`src/design/lookup_pkg.sv`:
```
`default_nettype none

package lookup_pkg;

    localparam int PORT_NUM   = 4;
    localparam int HASH_WIDTH = 12;
    localparam int CTX_DEPTH  = 8;   // max lookups in flight

    localparam logic [47:0] LOCAL_MAC = 48'h000000000001;

    // destination classification
    localparam int MAC_SLICE_W = 16;
    localparam int MAC_SLICES  = 48 / MAC_SLICE_W;
    localparam int MCAST_BIT   = 40;   // group bit of the first octet

    // queue pointer and occupancy widths
    localparam int CTX_PTR_W = $clog2(CTX_DEPTH);
    localparam int CTX_CNT_W = $clog2(CTX_DEPTH + 1);

    typedef logic [47:0]           mac_t;
    typedef logic [11:0]           vlan_t;
    typedef logic [HASH_WIDTH-1:0] hash_t;
    typedef logic [PORT_NUM-1:0]   port_mask_t;
    typedef logic [PORT_NUM:0]     tx_port_t;   // msb alone = frame for this switch

    localparam tx_port_t SELF_PORT = {1'b1, {PORT_NUM{1'b0}}};

    typedef enum logic [1:0] {
        CAST_UNICAST   = 2'b00,
        CAST_MULTICAST = 2'b01,
        CAST_BROADCAST = 2'b10,
        CAST_FLOOD     = 2'b11
    } cast_t;

    // one queue entry per frame awaiting its table answer
    typedef struct packed {
        port_mask_t flood_mask;
        logic       is_self;
        logic       is_bcast;
        logic       is_mcast;
    } lookup_ctx_t;

endpackage

`default_nettype wire

```
`src/design/mac_key_stage.sv`:
```
`timescale 1ns/1ps
`default_nettype none

module mac_key_stage
    import lookup_pkg::*;
(
    input  wire logic        i_clk,
    input  wire logic        i_rst,

    input  wire logic        i_key_vld,
    input  wire mac_t        i_dmac,
    input  wire mac_t        i_smac,
    input  wire hash_t       i_dmac_hash,
    input  wire hash_t       i_smac_hash,
    input  wire vlan_t       i_vlan_id,
    input  wire port_mask_t  i_rx_port,

    output logic             o_req_vld,
    output hash_t            o_req_addr,
    output mac_t             o_req_dmac,
    output vlan_t            o_req_vlan_id,

    output logic             o_learn_vld,
    output hash_t            o_learn_addr,
    output mac_t             o_learn_smac,
    output port_mask_t       o_learn_port,

    output logic             o_ctx_push,
    output lookup_ctx_t      o_ctx
);

    logic       key_vld_q;   // one-cycle request strobe
    mac_t       dmac_q;
    mac_t       smac_q;
    hash_t      dmac_hash_q;
    hash_t      smac_hash_q;
    vlan_t      vlan_q;
    port_mask_t rx_port_q;

    logic [MAC_SLICES-1:0] self_slice;    // per-slice match against local mac
    logic [MAC_SLICES-1:0] bcast_slice;   // per-slice all-ones

    // key register, data held until the next key
    always_ff @(posedge i_clk or negedge i_rst) begin
        if (!i_rst) begin
            key_vld_q   <= 1'b0;
            dmac_q      <= '0;
            smac_q      <= '0;
            dmac_hash_q <= '0;
            smac_hash_q <= '0;
            vlan_q      <= '0;
            rx_port_q   <= '0;
        end else begin
            key_vld_q <= i_key_vld;
            if (i_key_vld) begin
                dmac_q      <= i_dmac;
                smac_q      <= i_smac;
                dmac_hash_q <= i_dmac_hash;
                smac_hash_q <= i_smac_hash;
                vlan_q      <= i_vlan_id;
                rx_port_q   <= i_rx_port;
            end
        end
    end

    // 16-bit slice compares keep the equality trees shallow
    always_comb begin
        for (int i = 0; i < MAC_SLICES; i++) begin
            self_slice[i]  = (dmac_q[i*MAC_SLICE_W +: MAC_SLICE_W]
                              == LOCAL_MAC[i*MAC_SLICE_W +: MAC_SLICE_W]);
            bcast_slice[i] = (dmac_q[i*MAC_SLICE_W +: MAC_SLICE_W]
                              == {MAC_SLICE_W{1'b1}});
        end
    end

    always_comb begin
        o_ctx.flood_mask = ~rx_port_q;        // every port but the one it came in on
        o_ctx.is_self    = &self_slice;
        o_ctx.is_bcast   = &bcast_slice;
        o_ctx.is_mcast   = dmac_q[MCAST_BIT];
    end

    // destination table request
    assign o_req_vld     = key_vld_q;
    assign o_req_addr    = dmac_hash_q;
    assign o_req_dmac    = dmac_q;
    assign o_req_vlan_id = vlan_q;

    // source learning request
    assign o_learn_vld  = key_vld_q;
    assign o_learn_addr = smac_hash_q;
    assign o_learn_smac = smac_q;
    assign o_learn_port = rx_port_q;

    assign o_ctx_push = key_vld_q;   // context queued with its request

    // a frame enters on exactly one port
    rx_port_onehot: assert property (@(posedge i_clk) disable iff (!i_rst)
        i_key_vld |-> $onehot(i_rx_port))
        else $error("receive port mask is not one-hot");

endmodule

`default_nettype wire

```
`src/design/lookup_ctx_fifo.sv`:
```
`timescale 1ns/1ps
`default_nettype none

module lookup_ctx_fifo
    import lookup_pkg::*;
(
    input  wire logic        i_clk,
    input  wire logic        i_rst,

    input  wire logic        i_push,
    input  wire lookup_ctx_t i_push_ctx,
    input  wire logic        i_pop,

    output lookup_ctx_t      o_head_ctx,
    output logic             o_empty,
    output logic             o_full
);

    lookup_ctx_t          mem [CTX_DEPTH];
    logic [CTX_PTR_W-1:0] wr_ptr;
    logic [CTX_PTR_W-1:0] rd_ptr;
    logic [CTX_CNT_W-1:0] count;   // entries held
    logic                 do_push;
    logic                 do_pop;

    function automatic logic [CTX_PTR_W-1:0] next_ptr(input logic [CTX_PTR_W-1:0] ptr);
        if (ptr == CTX_PTR_W'(CTX_DEPTH - 1))
            return '0;
        return ptr + 1'b1;
    endfunction

    assign o_empty = (count == '0);
    assign o_full  = (count == CTX_CNT_W'(CTX_DEPTH));

    // a full queue still takes a push when the head leaves the same cycle
    assign do_pop  = i_pop && !o_empty;
    assign do_push = i_push && (!o_full || do_pop);

    always_ff @(posedge i_clk or negedge i_rst) begin
        if (!i_rst) begin
            wr_ptr <= '0;
            rd_ptr <= '0;
            count  <= '0;
        end else begin
            if (do_push)
                wr_ptr <= next_ptr(wr_ptr);
            if (do_pop)
                rd_ptr <= next_ptr(rd_ptr);
            case ({do_push, do_pop})
                2'b10:   count <= count + 1'b1;
                2'b01:   count <= count - 1'b1;
                default: count <= count;
            endcase
        end
    end

    always_ff @(posedge i_clk) begin
        if (do_push)
            mem[wr_ptr] <= i_push_ctx;
    end

    assign o_head_ctx = mem[rd_ptr];   // fall-through head

    // more requests in flight than the queue can track
    no_push_full: assert property (@(posedge i_clk) disable iff (!i_rst)
        i_push && o_full |-> i_pop)
        else $error("context queue overflow");

    no_pop_empty: assert property (@(posedge i_clk) disable iff (!i_rst)
        i_pop |-> !o_empty)
        else $error("context queue underflow");

endmodule

`default_nettype wire

```
`src/design/port_resolve.sv`:
```
`timescale 1ns/1ps
`default_nettype none

module port_resolve
    import lookup_pkg::*;
(
    input  wire logic        i_clk,
    input  wire logic        i_rst,

    input  wire logic        i_lookup_vld,
    input  wire port_mask_t  i_lookup_port,
    input  wire logic        i_lookup_miss,

    input  wire lookup_ctx_t i_head_ctx,
    input  wire logic        i_ctx_empty,
    output logic             o_pop,

    output tx_port_t         o_tx_port,
    output logic             o_tx_port_vld,
    output cast_t            o_cast
);

    logic       use_answer;    // table gave a usable port
    port_mask_t answer_port;   // answer or flood mask
    tx_port_t   next_port;
    cast_t      next_cast;

    // answers come back in request order, so the head is this answer's frame
    assign o_pop = i_lookup_vld;

    assign use_answer  = !i_lookup_miss && (i_lookup_port != '0);
    assign answer_port = use_answer ? i_lookup_port : i_head_ctx.flood_mask;

    always_comb begin
        if (i_head_ctx.is_self) begin
            next_port = SELF_PORT;   // ours, table answer ignored
            next_cast = CAST_UNICAST;
        end else begin
            next_port = {1'b0, answer_port};
            if (i_head_ctx.is_bcast)
                next_cast = CAST_BROADCAST;
            else if (i_head_ctx.is_mcast)
                next_cast = CAST_MULTICAST;
            else if (answer_port == i_head_ctx.flood_mask && answer_port != '0)
                next_cast = CAST_FLOOD;
            else
                next_cast = CAST_UNICAST;
        end
    end

    // result held until the next answer
    always_ff @(posedge i_clk or negedge i_rst) begin
        if (!i_rst) begin
            o_tx_port_vld <= 1'b0;
            o_tx_port     <= '0;
            o_cast        <= CAST_UNICAST;
        end else begin
            o_tx_port_vld <= o_pop;
            if (o_pop) begin
                o_tx_port <= next_port;
                o_cast    <= next_cast;
            end
        end
    end

    // every answer must match a request still in the queue
    answer_has_ctx: assert property (@(posedge i_clk) disable iff (!i_rst)
        i_lookup_vld |-> !i_ctx_empty)
        else $error("table answer with no pending lookup");

endmodule

`default_nettype wire

```
`src/design/lookup_mng.sv`:
```
`timescale 1ns/1ps
`default_nettype none

module lookup_mng
    import lookup_pkg::*;
(
    input  wire logic        i_clk,
    input  wire logic        i_rst,

    // frame key
    input  wire logic        i_key_vld,
    input  wire mac_t        i_dmac,
    input  wire mac_t        i_smac,
    input  wire hash_t       i_dmac_hash,
    input  wire hash_t       i_smac_hash,
    input  wire vlan_t       i_vlan_id,
    input  wire port_mask_t  i_rx_port,

    // destination table request
    output logic             o_req_vld,
    output hash_t            o_req_addr,
    output mac_t             o_req_dmac,
    output vlan_t            o_req_vlan_id,

    // source learning request
    output logic             o_learn_vld,
    output hash_t            o_learn_addr,
    output mac_t             o_learn_smac,
    output port_mask_t       o_learn_port,

    // destination table answer
    input  wire logic        i_lookup_vld,
    input  wire port_mask_t  i_lookup_port,
    input  wire logic        i_lookup_miss,

    // forwarding result
    output tx_port_t         o_tx_port,
    output logic             o_tx_port_vld,
    output cast_t            o_cast
);

    logic        ctx_push;
    lookup_ctx_t ctx;
    lookup_ctx_t head_ctx;
    logic        ctx_empty;
    logic        ctx_pop;

    mac_key_stage u_key_stage (
        .i_clk         (i_clk),
        .i_rst         (i_rst),
        .i_key_vld     (i_key_vld),
        .i_dmac        (i_dmac),
        .i_smac        (i_smac),
        .i_dmac_hash   (i_dmac_hash),
        .i_smac_hash   (i_smac_hash),
        .i_vlan_id     (i_vlan_id),
        .i_rx_port     (i_rx_port),
        .o_req_vld     (o_req_vld),
        .o_req_addr    (o_req_addr),
        .o_req_dmac    (o_req_dmac),
        .o_req_vlan_id (o_req_vlan_id),
        .o_learn_vld   (o_learn_vld),
        .o_learn_addr  (o_learn_addr),
        .o_learn_smac  (o_learn_smac),
        .o_learn_port  (o_learn_port),
        .o_ctx_push    (ctx_push),
        .o_ctx         (ctx)
    );

    lookup_ctx_fifo u_ctx_fifo (
        .i_clk      (i_clk),
        .i_rst      (i_rst),
        .i_push     (ctx_push),
        .i_push_ctx (ctx),
        .i_pop      (ctx_pop),
        .o_head_ctx (head_ctx),
        .o_empty    (ctx_empty),
        .o_full     ()   // overflow is caught inside the queue
    );

    port_resolve u_resolve (
        .i_clk         (i_clk),
        .i_rst         (i_rst),
        .i_lookup_vld  (i_lookup_vld),
        .i_lookup_port (i_lookup_port),
        .i_lookup_miss (i_lookup_miss),
        .i_head_ctx    (head_ctx),
        .i_ctx_empty   (ctx_empty),
        .o_pop         (ctx_pop),
        .o_tx_port     (o_tx_port),
        .o_tx_port_vld (o_tx_port_vld),
        .o_cast        (o_cast)
    );

endmodule

`default_nettype wire

```
`config.mk`:
```
export PLATFORM = sky130hd
export DESIGN_NAME = lookup_mng
export DESIGN_NICKNAME = d
export VERILOG_FILES = /design/src/design/lookup_pkg.sv /design/src/design/mac_key_stage.sv /design/src/design/lookup_ctx_fifo.sv /design/src/design/port_resolve.sv /design/src/design/lookup_mng.sv
export SDC_FILE = /design/constraint.sdc
export NUM_CORES = 1
export LEC_CHECK = 0
export ABC_CLOCK_PERIOD_IN_PS = 4000
export BUFFER_PORTS_ARGS = -buffer_cell sky130_fd_sc_hd__buf_2
export CELL_PAD_IN_SITES_DETAIL_PLACEMENT = 1
export CELL_PAD_IN_SITES_GLOBAL_PLACEMENT = 1
export CORE_MARGIN = 5
export CORE_UTILIZATION = 40
export CTS_BUF_LIST = sky130_fd_sc_hd__clkbuf_2 sky130_fd_sc_hd__clkbuf_4 sky130_fd_sc_hd__clkbuf_8
export CTS_CLUSTER_SIZE = 28
export DETAILED_ROUTE_END_ITERATION = 6
export PLACE_DENSITY = 0.83
export RECOVER_POWER = 100
export SETUP_SLACK_MARGIN = 0.1
export SLEW_MARGIN = 10
export SYNTH_ARGS = -nofsm -noshare
export SYNTH_HDL_FRONTEND = slang
export SYNTH_SLANG_ARGS = --single-unit
export TNS_END_PERCENT = 5
```
`constraint.sdc`:
```
create_clock -name i_clk -period 4 [get_ports i_clk]
set_input_delay 0.2 -clock i_clk [delete_from_list [all_inputs] [get_ports i_clk]]
set_output_delay 0.2 -clock i_clk [all_outputs]
set_load 0.1 [all_outputs]
```
* Word-level counts from Yosys, hierarchy flattened
Memory sizes are Yosys's and may differ from the RTL's. Cells that the tools add are included.
Word-level totals: register bits after elaboration 155, logic and storage cells 62, memories kept 1, memory bits (writable) 56, input port bits 145, output and inout bits 146
Memories:
- u_ctx_fifo.mem | words 8, bits a word 7, read ports 1, clocked after memory_dff 0, write ports 1, RTL line lookup_ctx_fifo.sv:19 | lookup_ctx_t mem [CTX_DEPTH];
Cells by class: multiplexer cells 17, equality and inequality tests 10, reduce and logical (&&, ||, !) cells 16, bitwise logic cells 1, $add $sub $neg 4
Operators with widths (number):
- == test 16 bit (second input constant) | 3
- zero test 16 bit | 2
- == test 16 x 1 -> 1 bit (second input constant) | 1
- 2-to-1 mux 3 bit | 4
- 2-to-1 mux 2 bit | 4
- case mux 4 bit (2 select lines) | 1
- nonzero test 4 bit | 2
- adder 3 x 1 -> 3 bit (second input constant) | 2
- == test 3 bit (second input constant) | 2
- 2-to-1 mux 1 bit | 6
- AND reduction 3 bit | 2
- 2-to-1 mux 5 bit | 1
- adder 4 x 1 -> 4 bit (second input constant) | 1
- == test 4 bit | 1
- == test 4 bit (second input constant) | 1
- logical AND 1 bit | 4
- zero test 4 bit | 1
- 2-to-1 mux 4 bit | 1
- inverter 4 bit | 1
- subtractor 4 x 1 -> 4 bit (second input constant) | 1
- zero test 1 bit | 3
- == test 2 x 1 -> 1 bit (second input constant) | 1
- == test 2 bit (second input constant) | 1
- nonzero test 2 bit | 1
- logical OR 1 bit | 1

* Longest topological paths before layout
Gate-level depths: netlist of the first run.
depth in word-level cells 9, depth in mapped cells 10, depth with buffers taken out 10

* Cells and area by module
A second synthesis of the first run with hierarchy kept.
Second synthesis, totals: cells, all modules 524, area total of the unflattened synthesis 8961.1 um^2
Modules (own cells, without submodules):
- mac_key_stage | sequential area each 3428.3 um^2, area each 5683.0 um^2, times used 1, cells each 332
- lookup_ctx_fifo | sequential area each 1931.9 um^2, area each 2825.2 um^2, times used 1, cells each 150
- port_resolve | sequential area each 200.2 um^2, area each 452.9 um^2, times used 1, cells each 42

* Worst setup path before layout of the first run
Ideal clock, no wire load.
path type reg-to-reg, from reg u_key_stage.key_vld_q, in the netlist u_key_stage.o_ctx_push, to reg u_ctx_fifo.count[2], clock period less this slack 2.667 ns, library setup time 0.125 ns, required time 3.875 ns, arrival 2.541 ns, buffers on the path 0, stages on the path, launching flop included 9, path slack 1.333 ns, cells stage by stage dfrtp_1 -> o21ai_1 -> ha_1 -> xor2_1 -> ha_1 -> a21oi_1 -> xor2_1 -> nor2_1 -> xor2_1
On the way: longest elaborated chain between the ends 3, elaborated cells between the ends (all ways) 5, those cells by class 2 x eq/ne; 1 x mux; 2 x reduce/logical
RTL lines:
- from (decl) | RTL line mac_key_stage.sv:32 | logic key_vld_q;
- from (signal assigned) | RTL line mac_key_stage.sv:54 | key_vld_q <= i_key_vld;
- logical AND 1 bit (*) | RTL line lookup_ctx_fifo.sv:37 | assign do_push = i_push && (!o_full || do_pop);
- == test 2 x 1 -> 1 bit or == test 2 bit (tied branches) | RTL line lookup_ctx_fifo.sv:49 | case ({do_push, do_pop})
- case mux 4 bit (2 select lines) or nonzero test 2 bit (tied branches)
- to (signal assigned) | RTL line lookup_ctx_fifo.sv:50 | 2'b10: count <= count + 1'b1;
- to (signal assigned) | RTL line lookup_ctx_fifo.sv:51 | 2'b01: count <= count - 1'b1;
- to (signal assigned) | RTL line lookup_ctx_fifo.sv:52 | default: count <= count;
- to (decl) | RTL line lookup_ctx_fifo.sv:22 | logic [CTX_CNT_W-1:0] count;
Mark *: on every way between the ends. The rest lies on a longest branch, timed or not. A chain may end at the register's enable or synchronous reset.

* Final worst setup path of the first run
from in i_key_vld, to reg u_key_stage.dmac_q[15], in the netlist u_key_stage.o_req_dmac[15]
RTL lines:
- from (decl) | RTL line lookup_mng.sv:11 | input wire logic i_key_vld,
- to (signal assigned) | RTL line mac_key_stage.sv:56 | dmac_q <= i_dmac;
- to (decl) | RTL line mac_key_stage.sv:33 | mac_t dmac_q;
No word-level cell between the ends.

==> flow_metrics.tcl, run 1 <==
set metrics [dict create \
    core_sq_um 20900 \
    synth_ff_type "dfrtp_1" \
    grt_pass1_wl_um 46800 \
    cp.arrival_ns 3.63 \
    layout.nets 1136 \
    cts_resized 0 \
    p_per_area_nw_per_um2 612 \
    switching_share_pct 42.9 \
    nFillCells 2203 \
    drt-pass1-iter-count 4 \
    maxSlewHeadroom_pct -74.8 \
    post-route-util_pct 57.6 \
    ctsLongestPathBuffers 3 \
    syn_nets 684 \
    layout_setup_ws_ns 0.775 \
    antenna_found_initial 5 \
    dp.cells 1079 \
    peakVddDrop_uv 370 \
    clkPwrFrac_pct 27.0 \
    critPathKind "in -> reg" \
    numClockSinks 211 \
    synth_area_leader_cell "dfrtp_1" \
    fin_crit_sh_pct 80.6 \
    status "finished with violations" \
    cts_root_buf "clkbuf_8" \
    path_max_fanout 93 \
    synth_top_cell_area_share_pct 46.1 \
    syn_to_final_growth_pct 43.1 \
    route.detailed.drc 0 \
    drive_above_1_share_pct 27.8 \
    synth_edf_count 56 \
    violations "capacitance limit, slew limit" \
    ant_nets 0 \
    globalplace.congestion 0.762 \
    post-cts-setup-buffer-count 0 \
    ios 291 \
    end_kind "flop" \
    synth.distinct_cells 39 \
    synthArstFlopShare_pct 73.5 \
    grt_remaining_overflow 0 \
    final_max_slew_viol_count 232 \
    hpwl_um 17100 \
    vias 6573 \
    netlist_area_sq_um 8410 \
    drt_iter0_markers 221 \
    port_buffers 290 \
    cts_tree "built" \
    yosysSeqAreaShare_pct 66.1 \
    required_ns 4.40 \
    clk_pin_slew_ns 0.07 \
    yosysWarnings 0 \
    power.total_mw 7.36 \
    rsz0062_at_grt "false" \
    period_minus_slack_ns 3.23 \
    startpoint_type "primary input" \
    rows 53 \
    p_int_mw 4.20 \
    wirelength_um 30400 \
    tightest_slew_ns 2.62 \
    htree_num_levels 2 \
    grt_max_degree 104 \
    p_leak_nw 5.04 \
    clock_skew_ns 0.0276 \
    grt_pass1_vias 7920 \
    synth_seq_cells 211 \
    hold_ws_ns 0.0402 \
    wl_per_cell_um 23.5 \
    hold_viol 0 \
    synth_top_cells_by_area "dfrtp_1, edfxtp_1, mux2_2" \
    setup_viol 0 \
    grtUsageTotal_pct 25.2 \
    placed_area_sq_um 10100 \
    fmax_mhz 310 \
    finish.instance_area_sq_um 12000 \
    cts_buffers 38 \
    p_sw_mw 3.16 \
    stdcell_count 1290 \
    start_util_pct 40.3 \
    insertion_delay_ns 0.53 \
    final.setup.tns_ns 0 \
    chipWidth_um 155 \
    via_per_inst 5.10 \
    syn_avg_cell_area_sq_um 15.8 \
    fp.dieH_um 155 \
    cts_hold_buf 140 \
    place_worst_setup_slack_ns 1.15 \
    hp-class "in -> reg" \
    dieArea_sq_um 24000 \
    max_cap_viol_count 4 \
    seq_power_share_pct 38.4 \
    combPwrFrac_pct 34.5 \
    syn-instance-count 532 \
]
-- synthesized netlist by cell type (5+ instances only) --
cell type    n
dfrtp_1    155
edfxtp_1    56
mux2_2      81
buf_1        8
clkbuf_1    10
nor3_1       7
mux4_2      10
ha_1         7
nand4_1     15
mux2i_1     17
mux2_1      54
inv_1       10
nor2_1      11
nand2_1     17
a21oi_1      6
o22ai_1      5
nor4_1      17
-- power groups by stage --
stage / registers [mW] / clock network [mW] / logic, mW
finish: 2.83 / 1.99 / 2.54
global route: 2.87 / 2.14 / 2.66
CTS: 2.80 / 1.98 / 2.60
detailed placement: 2.83 / 0 / 2.47
global placement: 2.81 / 0 / 2.41
floorplan: 3.96 / 0 / 0.807
-- state kept, by name, summed over array words and instances (netlist names), 3 cells and up --
| name | count |
|---|---|
| u_ctx_fifo.rd_ptr | 3 |
| u_key_stage.o_learn_smac | 48 |
| u_key_stage.o_req_addr | 12 |
| u_ctx_fifo.count | 4 |
| u_key_stage.o_req_vlan_id | 12 |
| u_ctx_fifo.mem | 56 |
| u_resolve.o_tx_port | 5 |
| u_key_stage.o_req_dmac | 48 |
| u_key_stage.o_learn_addr | 12 |
| u_ctx_fifo.wr_ptr | 3 |
| u_key_stage.o_learn_port | 4 |
-- per-layer routing --
metal | track usage (%) | up-vias | wire length, um
li1 | - | 2890 | -
met1 | 26.0 | 3311 | 10500
met2 | 47.5 | 273 | 16600
met3 | 6.90 | 99 | 1980
met4 | 10.8 | 0 | 1330
met5 | 0 | - | 0
-- cell type report --
class | count | area [sq um] | share of cell area, %
diodes | 7 | 17.5 | 0.146
well taps | 275 | 344 | 2.86
clock buffers | 46 | 589 | 4.90
inverters | 12 | 45.0 | 0.374
repair buffers | 436 | 2690 | 22.4
flip-flops and latches | 211 | 5560 | 46.2
clock inverters | 18 | 110 | 0.915
multi-input cells | 285 | 2670 | 22.2
-- cells by family (layout without fill, tap and decap cells) --
kind of cell	Yosys count	in the layout	share of synthesized area, %
adder cells (fa/ha/maj)	7	7	1.04
other	0	7	0
XOR/XNOR	8	8	0.833
AO/OA/AOI/OAI	29	29	2.11
buffers and inverters	36	512	2.08
multiplexers	162	162	22.8
AND/OR/NAND/NOR	79	79	5.03
flip-flops	211	211	66.1
-- path summary, 6_finish.rpt --
kind | from | end | slack (ns) | cells past startpoint
worst max-delay path | i_key_vld | u_key_stage.o_req_dmac[15] | 0.77 | 3
worst min-delay path | i_lookup_port[2] | u_resolve.o_tx_port[2] | 0.04 | 3
worst max register to register | u_ctx_fifo.count[2] | u_ctx_fifo.count[2] | 0.82 | 9
worst min register to register | u_resolve.o_tx_port[4] | u_resolve.o_tx_port[4] | 0.48 | 1
max in group asynchronous | i_rst | u_key_stage.o_req_addr[4] | 1.11 | 3
min in group asynchronous | i_rst | u_key_stage.o_learn_port[2] | 1.00 | 2
-- critical path, stage by stage --
cell and delay [ns]:
clkbuf_2 1.67, clkbuf_1 1.19, mux2_1 0.44
-- placed cells by master (no fill, tap or decap), types with 6 or more instances in the layout --
cell type and instances:
nor3_1 7, nor4_1 17, mux2_1 71, clkbuf_4 7, diode_2 7, a21oi_1 6
nor2_1 11, nand2_1 17, mux2i_1 17, o21ai_0 6, ha_1 7, buf_2 141
inv_1 10, clkinv_1 7, clkinv_2 10, dfrtp_1 155, clkbuf_8 39, dlygate4sd3_1 140
edfxtp_1 56, mux4_2 10, mux2_2 64, nand4_1 15, clkbuf_1 151
No activity file was read; power rests on OpenSTA's default activity.
==> run 2, diff against run 1 <==
Settings changed: ABC_CLOCK_PERIOD_IN_PS 4000 to 3100.
Clock period 4 ns to 3.1 ns, I/O delays scaled along.
==> run 2 against run 1 <==
  * Utilization is 0.44 points higher
  * Power is 30% higher
  * Sequential cell count stayed put
  * Sequential power increased by 27%
  * Cell area up 0.77%
  * Critical path depth is 7 higher
  * Non-clock buffer count increased by 9
  * Cell count increased by 0.93%
  * Largest power group unchanged
  * Combinational power up 32%
  * Global-route usage down 0.29 points
  * Hold slack improved by 0.056 ns
  * Die area is the same
  * The run still ends with capacitance limit, slew limit left
==> flow_metrics.tcl, run 2 (synthesized netlist as in run 1, its figures left out) <==
set metrics [dict create \
    status "finished with violations" \
    violations "capacitance limit, slew limit" \
    nFillCells 2225 \
    startpoint_type "flop" \
    grt_pass1_wl_um 46300 \
    critPathKind "reg -> reg" \
    rrSetupSlack_ns 0.42 \
    via_per_inst 5.08 \
    p_leak_nw 5.09 \
    finish.instance_area_sq_um 12100 \
    drive_above_1_share_pct 29.1 \
    cts_buffers 38 \
    layout_common_cells "clkbuf_1, dfrtp_1, dlygate4sd3_1, buf_2, mux2_2" \
    drt-pass1-iter-count 6 \
    drt_iter0_markers 270 \
    htree_num_levels 2 \
    final_common_cell "clkbuf_1" \
    port_buffers 290 \
    reg2reg_depth 10 \
    final.setup.tns_ns 0 \
    layout.nets 1145 \
    required_ns 3.49 \
    cts_tree "built" \
    insertion_delay_ns 0.52 \
    dp.cells 1087 \
    numClockSinks 211 \
    final_max_slew_viol_count 67 \
    r2r_start "u_ctx_fifo.count[1]" \
    grt_max_degree 67 \
    rsz0062_at_grt "false" \
    core_sq_um 20900 \
    globalplace.congestion 0.739 \
    hpwl_um 17000 \
    path_max_fanout 11 \
    crit_chain "or3_1 -> o21ai_0 -> clkbuf_1 -> ha_1 -> xor2_1 -> ha_1 -> a21oi_1 -> xor2_1 -> nor2_1 -> xor2_1" \
    wl_per_cell_um 23.1 \
    setup_viol 0 \
    fmax_mhz 373 \
    end_kind "flop" \
    ctsLongestPathBuffers 3 \
    chipWidth_um 155 \
    dieArea_sq_um 24000 \
    cp.arrival_ns 3.07 \
    largest_reg_flops 56 \
    syn_to_final_growth_pct 44.2 \
    cp_common_cell "xor2_1" \
    period_minus_slack_ns 2.68 \
    tightest_slew_ns 1.76 \
    min-delay-start "i_lookup_miss" \
    max_stage_delay_ns 0.45 \
    hold_viol 0 \
    p_per_area_nw_per_um2 787 \
    clk_pin_slew_ns 0.06 \
    grt_remaining_overflow 0 \
    ant_nets 0 \
    maxSlewHeadroom_pct -17.2 \
    largest-register "u_ctx_fifo.mem" \
    fin_crit_sh_pct 86.6 \
    wirelength_um 30100 \
    route.detailed.drc 0 \
    clock_skew_ns 0.0219 \
    stdcell_count 1302 \
    grt_pass1_vias 7887 \
    ios 291 \
    hold_ws_ns 0.0963 \
    r2r-end "u_ctx_fifo.count[2]" \
    grtUsageTotal_pct 24.9 \
    peakVddDrop_uv 426 \
    hp-class "in -> reg" \
    rows 53 \
    min_to "u_resolve.o_tx_port[0]" \
    start_util_pct 40.3 \
    cts_root_buf "clkbuf_8" \
    placed_area_sq_um 10200 \
    worst_path_max_delay_cell "dfrtp_1" \
    holdPathStages 4 \
    cts_resized 0 \
    antenna_found_initial 6 \
    post-route-util_pct 58.1 \
    max_cap_viol_count 1 \
    fp.dieH_um 155 \
    vias 6620 \
]
## run 2: layout make-up
cell class	count	area, sq um	share of cell area, %
timing repair buffer	445	2760	22.7
multi-input combinational	285	2670	22.0
clock buffer	57	672	5.54
sequential	211	5560	45.9
inverter	12	45.0	0.371
antenna	6	15.0	0.124
clock inverter	11	58.8	0.485
tap	275	344	2.84
## run 2: power by group
part | total [mW] | internal (mW) | switching (mW) | leakage [nW]
Clock | 2.59 | 1.39 | 1.20 | 0.390
Sequential | 3.58 | 3.25 | 0.339 | 2.35
Combinational | 3.36 | 0.857 | 2.51 | 2.35
Total | 9.54 | 5.49 | 4.05 | 5.09
## run 2: per-layer routing
layer | global-route usage, % | wire length (um)
met2 | 45.7 | 16300
met5 | 0 | 0
met1 | 27.9 | 11100
met3 | 6.12 | 1790
met4 | 9.34 | 996
## run 2: what timing repair did
item,CTS,global route
setup buffers,0,0
hold buffers,141,0
hold endpoints to repair,194,0
## run 2: worst max path at each step
stage / start / to / slack [ns]
floorplan: u_key_stage.o_ctx_push / u_ctx_fifo.count[2] / 0.43
global route: u_ctx_fifo.count[1] / u_ctx_fifo.count[2] / 0.25
CTS: u_ctx_fifo.count[2] / u_ctx_fifo.count[2] / 0.45
global placement: u_ctx_fifo.count[2] / u_ctx_fifo.count[2] / 0.59
finish: u_ctx_fifo.count[1] / u_ctx_fifo.count[2] / 0.42
detailed placement: u_ctx_fifo.count[2] / u_ctx_fifo.count[2] / 0.46
## run 2: critical path: cells and delay by family (launching register included)
family | cells | cell delay (ns)
AO/OA/AOI/OAI | 2 | 0.33
XOR/XNOR | 3 | 0.40
adder cells (fa/ha/maj) | 2 | 0.55
buffers and inverters | 1 | 0.36
flip-flops | 1 | 0.45
AND/OR/NAND/NOR | 2 | 0.47
## run 2: metrics by stage
stage,power [mW],setup slack (ns)
2_1_floorplan,6.15,0.433
3_3_place_gp,6.76,0.587
3_5_place_dp,6.87,0.463
4_1_cts,9.59,0.450
5_1_grt,9.94,0.247
6_report,9.54,0.416
==> run 3, diff against run 2 <==
Settings changed: ABC_CLOCK_PERIOD_IN_PS 3100 to not set.
Clock period 3.1 ns to 3.45 ns, I/O delays scaled along.
==> run 3 against run 2 <==
  * The flow still finishes with violations (capacitance limit, slew limit)
  * Non-clock buffer count down 4
  * Clock-buffer cell count up 9
  * Cell area up 1.1%
  * Sequential share of layout area down 0.50 points
  * Highest routed layer unchanged
  * First-iteration DRC count down 8.5%
  * Clock skew up 0.0092 ns
  * Critical path depth down 7
  * Power down 6.8%
==> flow_metrics.tcl, run 3 (synthesized netlist as in run 1, its figures left out) <==
set metrics [dict create \
    vias 6544 \
    htree_num_levels 2 \
    ant_nets 0 \
    fmax_mhz 350 \
    dp.cells 1084 \
    path_max_fanout 89 \
    p_int_mw 5.28 \
    clk_pin_slew_ns 0.07 \
    place_worst_setup_slack_ns 0.837 \
    fin_crit_sh_pct 82.9 \
    clkPwrFrac_pct 29.9 \
    violations "capacitance limit, slew limit" \
    post-cts-setup-buffer-count 0 \
    cp.arrival_ns 3.25 \
    rows 53 \
    startpoint_type "primary input" \
    insertion_delay_ns 0.53 \
    holdPathStages 3 \
    seq_power_share_pct 36.5 \
    syn_to_final_growth_pct 45.8 \
    maxSlewHeadroom_pct -54.2 \
    numClockSinks 211 \
    grt_max_degree 90 \
    via_per_inst 5.03 \
    max_cap_viol_count 2 \
    grt_pass1_vias 7752 \
    start_util_pct 40.3 \
    hp-class "in -> reg" \
    final_max_slew_viol_count 159 \
    grt_remaining_overflow 0 \
    layout_common_cells "dfrtp_1, clkbuf_1, buf_2" \
    wirelength_um 29900 \
    cts_resized 0 \
    layout_setup_ws_ns 0.589 \
    placed_area_sq_um 10200 \
    p_sw_mw 3.61 \
    nFillCells 2205 \
    hold_ws_ns 0.0129 \
    multiInputGateArea_sq_um 2670 \
    combPwrFrac_pct 33.5 \
    tightest_slew_ns 2.31 \
    largest_reg_flops 56 \
    peakVddDrop_uv 445 \
    final_common_cell "dfrtp_1" \
    cts_root_buf "clkbuf_8" \
    worst_path_max_delay_cell "clkbuf_2" \
    switching_share_pct 40.7 \
    chipWidth_um 155 \
    p_leak_nw 5.16 \
    finish.instance_area_sq_um 12300 \
    cts_tree "built" \
    ios 291 \
    max_stage_delay_ns 1.58 \
    drt_iter0_markers 247 \
    route.detailed.drc 0 \
    dieArea_sq_um 24000 \
    end_kind "flop" \
    reg2reg_depth 10 \
    clock_skew_ns 0.0310 \
    fp.dieH_um 155 \
    hold_viol 0 \
    grt_pass1_wl_um 46100 \
    hpwl_um 16900 \
    stdcell_count 1300 \
    wl_per_cell_um 23.0 \
    core_sq_um 20900 \
    drive_above_1_share_pct 28.9 \
    antenna_found_initial 6 \
    rsz0062_at_grt "false" \
    drt-pass1-iter-count 6 \
    period_minus_slack_ns 2.86 \
    cts_buffers 38 \
    crit_chain "clkbuf_2 -> clkbuf_2 -> mux2_1" \
    port_buffers 290 \
    ctsLongestPathBuffers 3 \
    cp_common_cell "clkbuf_2" \
    required_ns 3.84 \
    globalplace.congestion 0.748 \
    largest-register "u_ctx_fifo.mem" \
    cts_hold_buf 140 \
    grtUsageTotal_pct 24.9 \
    status "finished with violations" \
    seqCellArea_sq_um 5560 \
    layout.nets 1141 \
    setup_viol 0 \
    p_per_area_nw_per_um2 725 \
    final.setup.tns_ns 0 \
    critPathKind "in -> reg" \
]
[run 3: area by class of cell]
type	instances	area share, %
inverter	12	0.367
sequential	211	45.4
multi-input combinational	285	21.8
clock buffer	66	6.80
tap	275	2.81
timing repair buffer	441	22.4
clock inverter	3	0.327
antenna	7	0.143
[run 3: routing by layer]
| layer | track usage, % | up-vias | wire length [um] |
|---|---|---|---|
| met5 | 0 | - | 0 |
| met4 | 8.83 | 0 | 992 |
| met3 | 6.45 | 79 | 1790 |
| met2 | 46.1 | 259 | 16300 |
| met1 | 27.4 | 3307 | 10800 |
| li1 | - | 2899 | - |
[run 3: worst paths after layout]
path | startpoint | to | slack, ns
max in group asynchronous | i_rst | u_key_stage.o_req_dmac[42] | 1.12
worst min register to register | u_key_stage.o_learn_smac[28] | u_key_stage.o_learn_smac[28] | 0.49
worst max-delay path | i_key_vld | u_key_stage.o_req_dmac[16] | 0.59
worst min-delay path | i_lookup_port[1] | u_resolve.o_tx_port[1] | 0.01
worst max register to register | u_ctx_fifo.count[2] | u_ctx_fifo.count[2] | 0.63
min in group asynchronous | i_rst | u_key_stage.o_learn_port[2] | 0.68
[run 3: critical path: cells and delay by family]
family | cells | cell delay [ns]
buffers and inverters | 2 | 2.58
multiplexers | 1 | 0.44
[run 3: stage by stage]
step	utilization (%)	total power, mW
finish	58.7	8.89
global route	58.7	9.26
CTS	59.8	8.93
detailed placement	48.9	6.16
global placement	48.9	6.08
floorplan	-	5.52
[run 3: power by group through the flow]
stage               registers, mW  clock network [mW]  logic [mW]
finish                       3.25                2.66        2.98
global route                 3.29                2.85        3.12
CTS                          3.22                2.68        3.04
detailed placement           3.26                   0        2.90
global placement             3.23                   0        2.84
floorplan                    4.59                   0       0.936
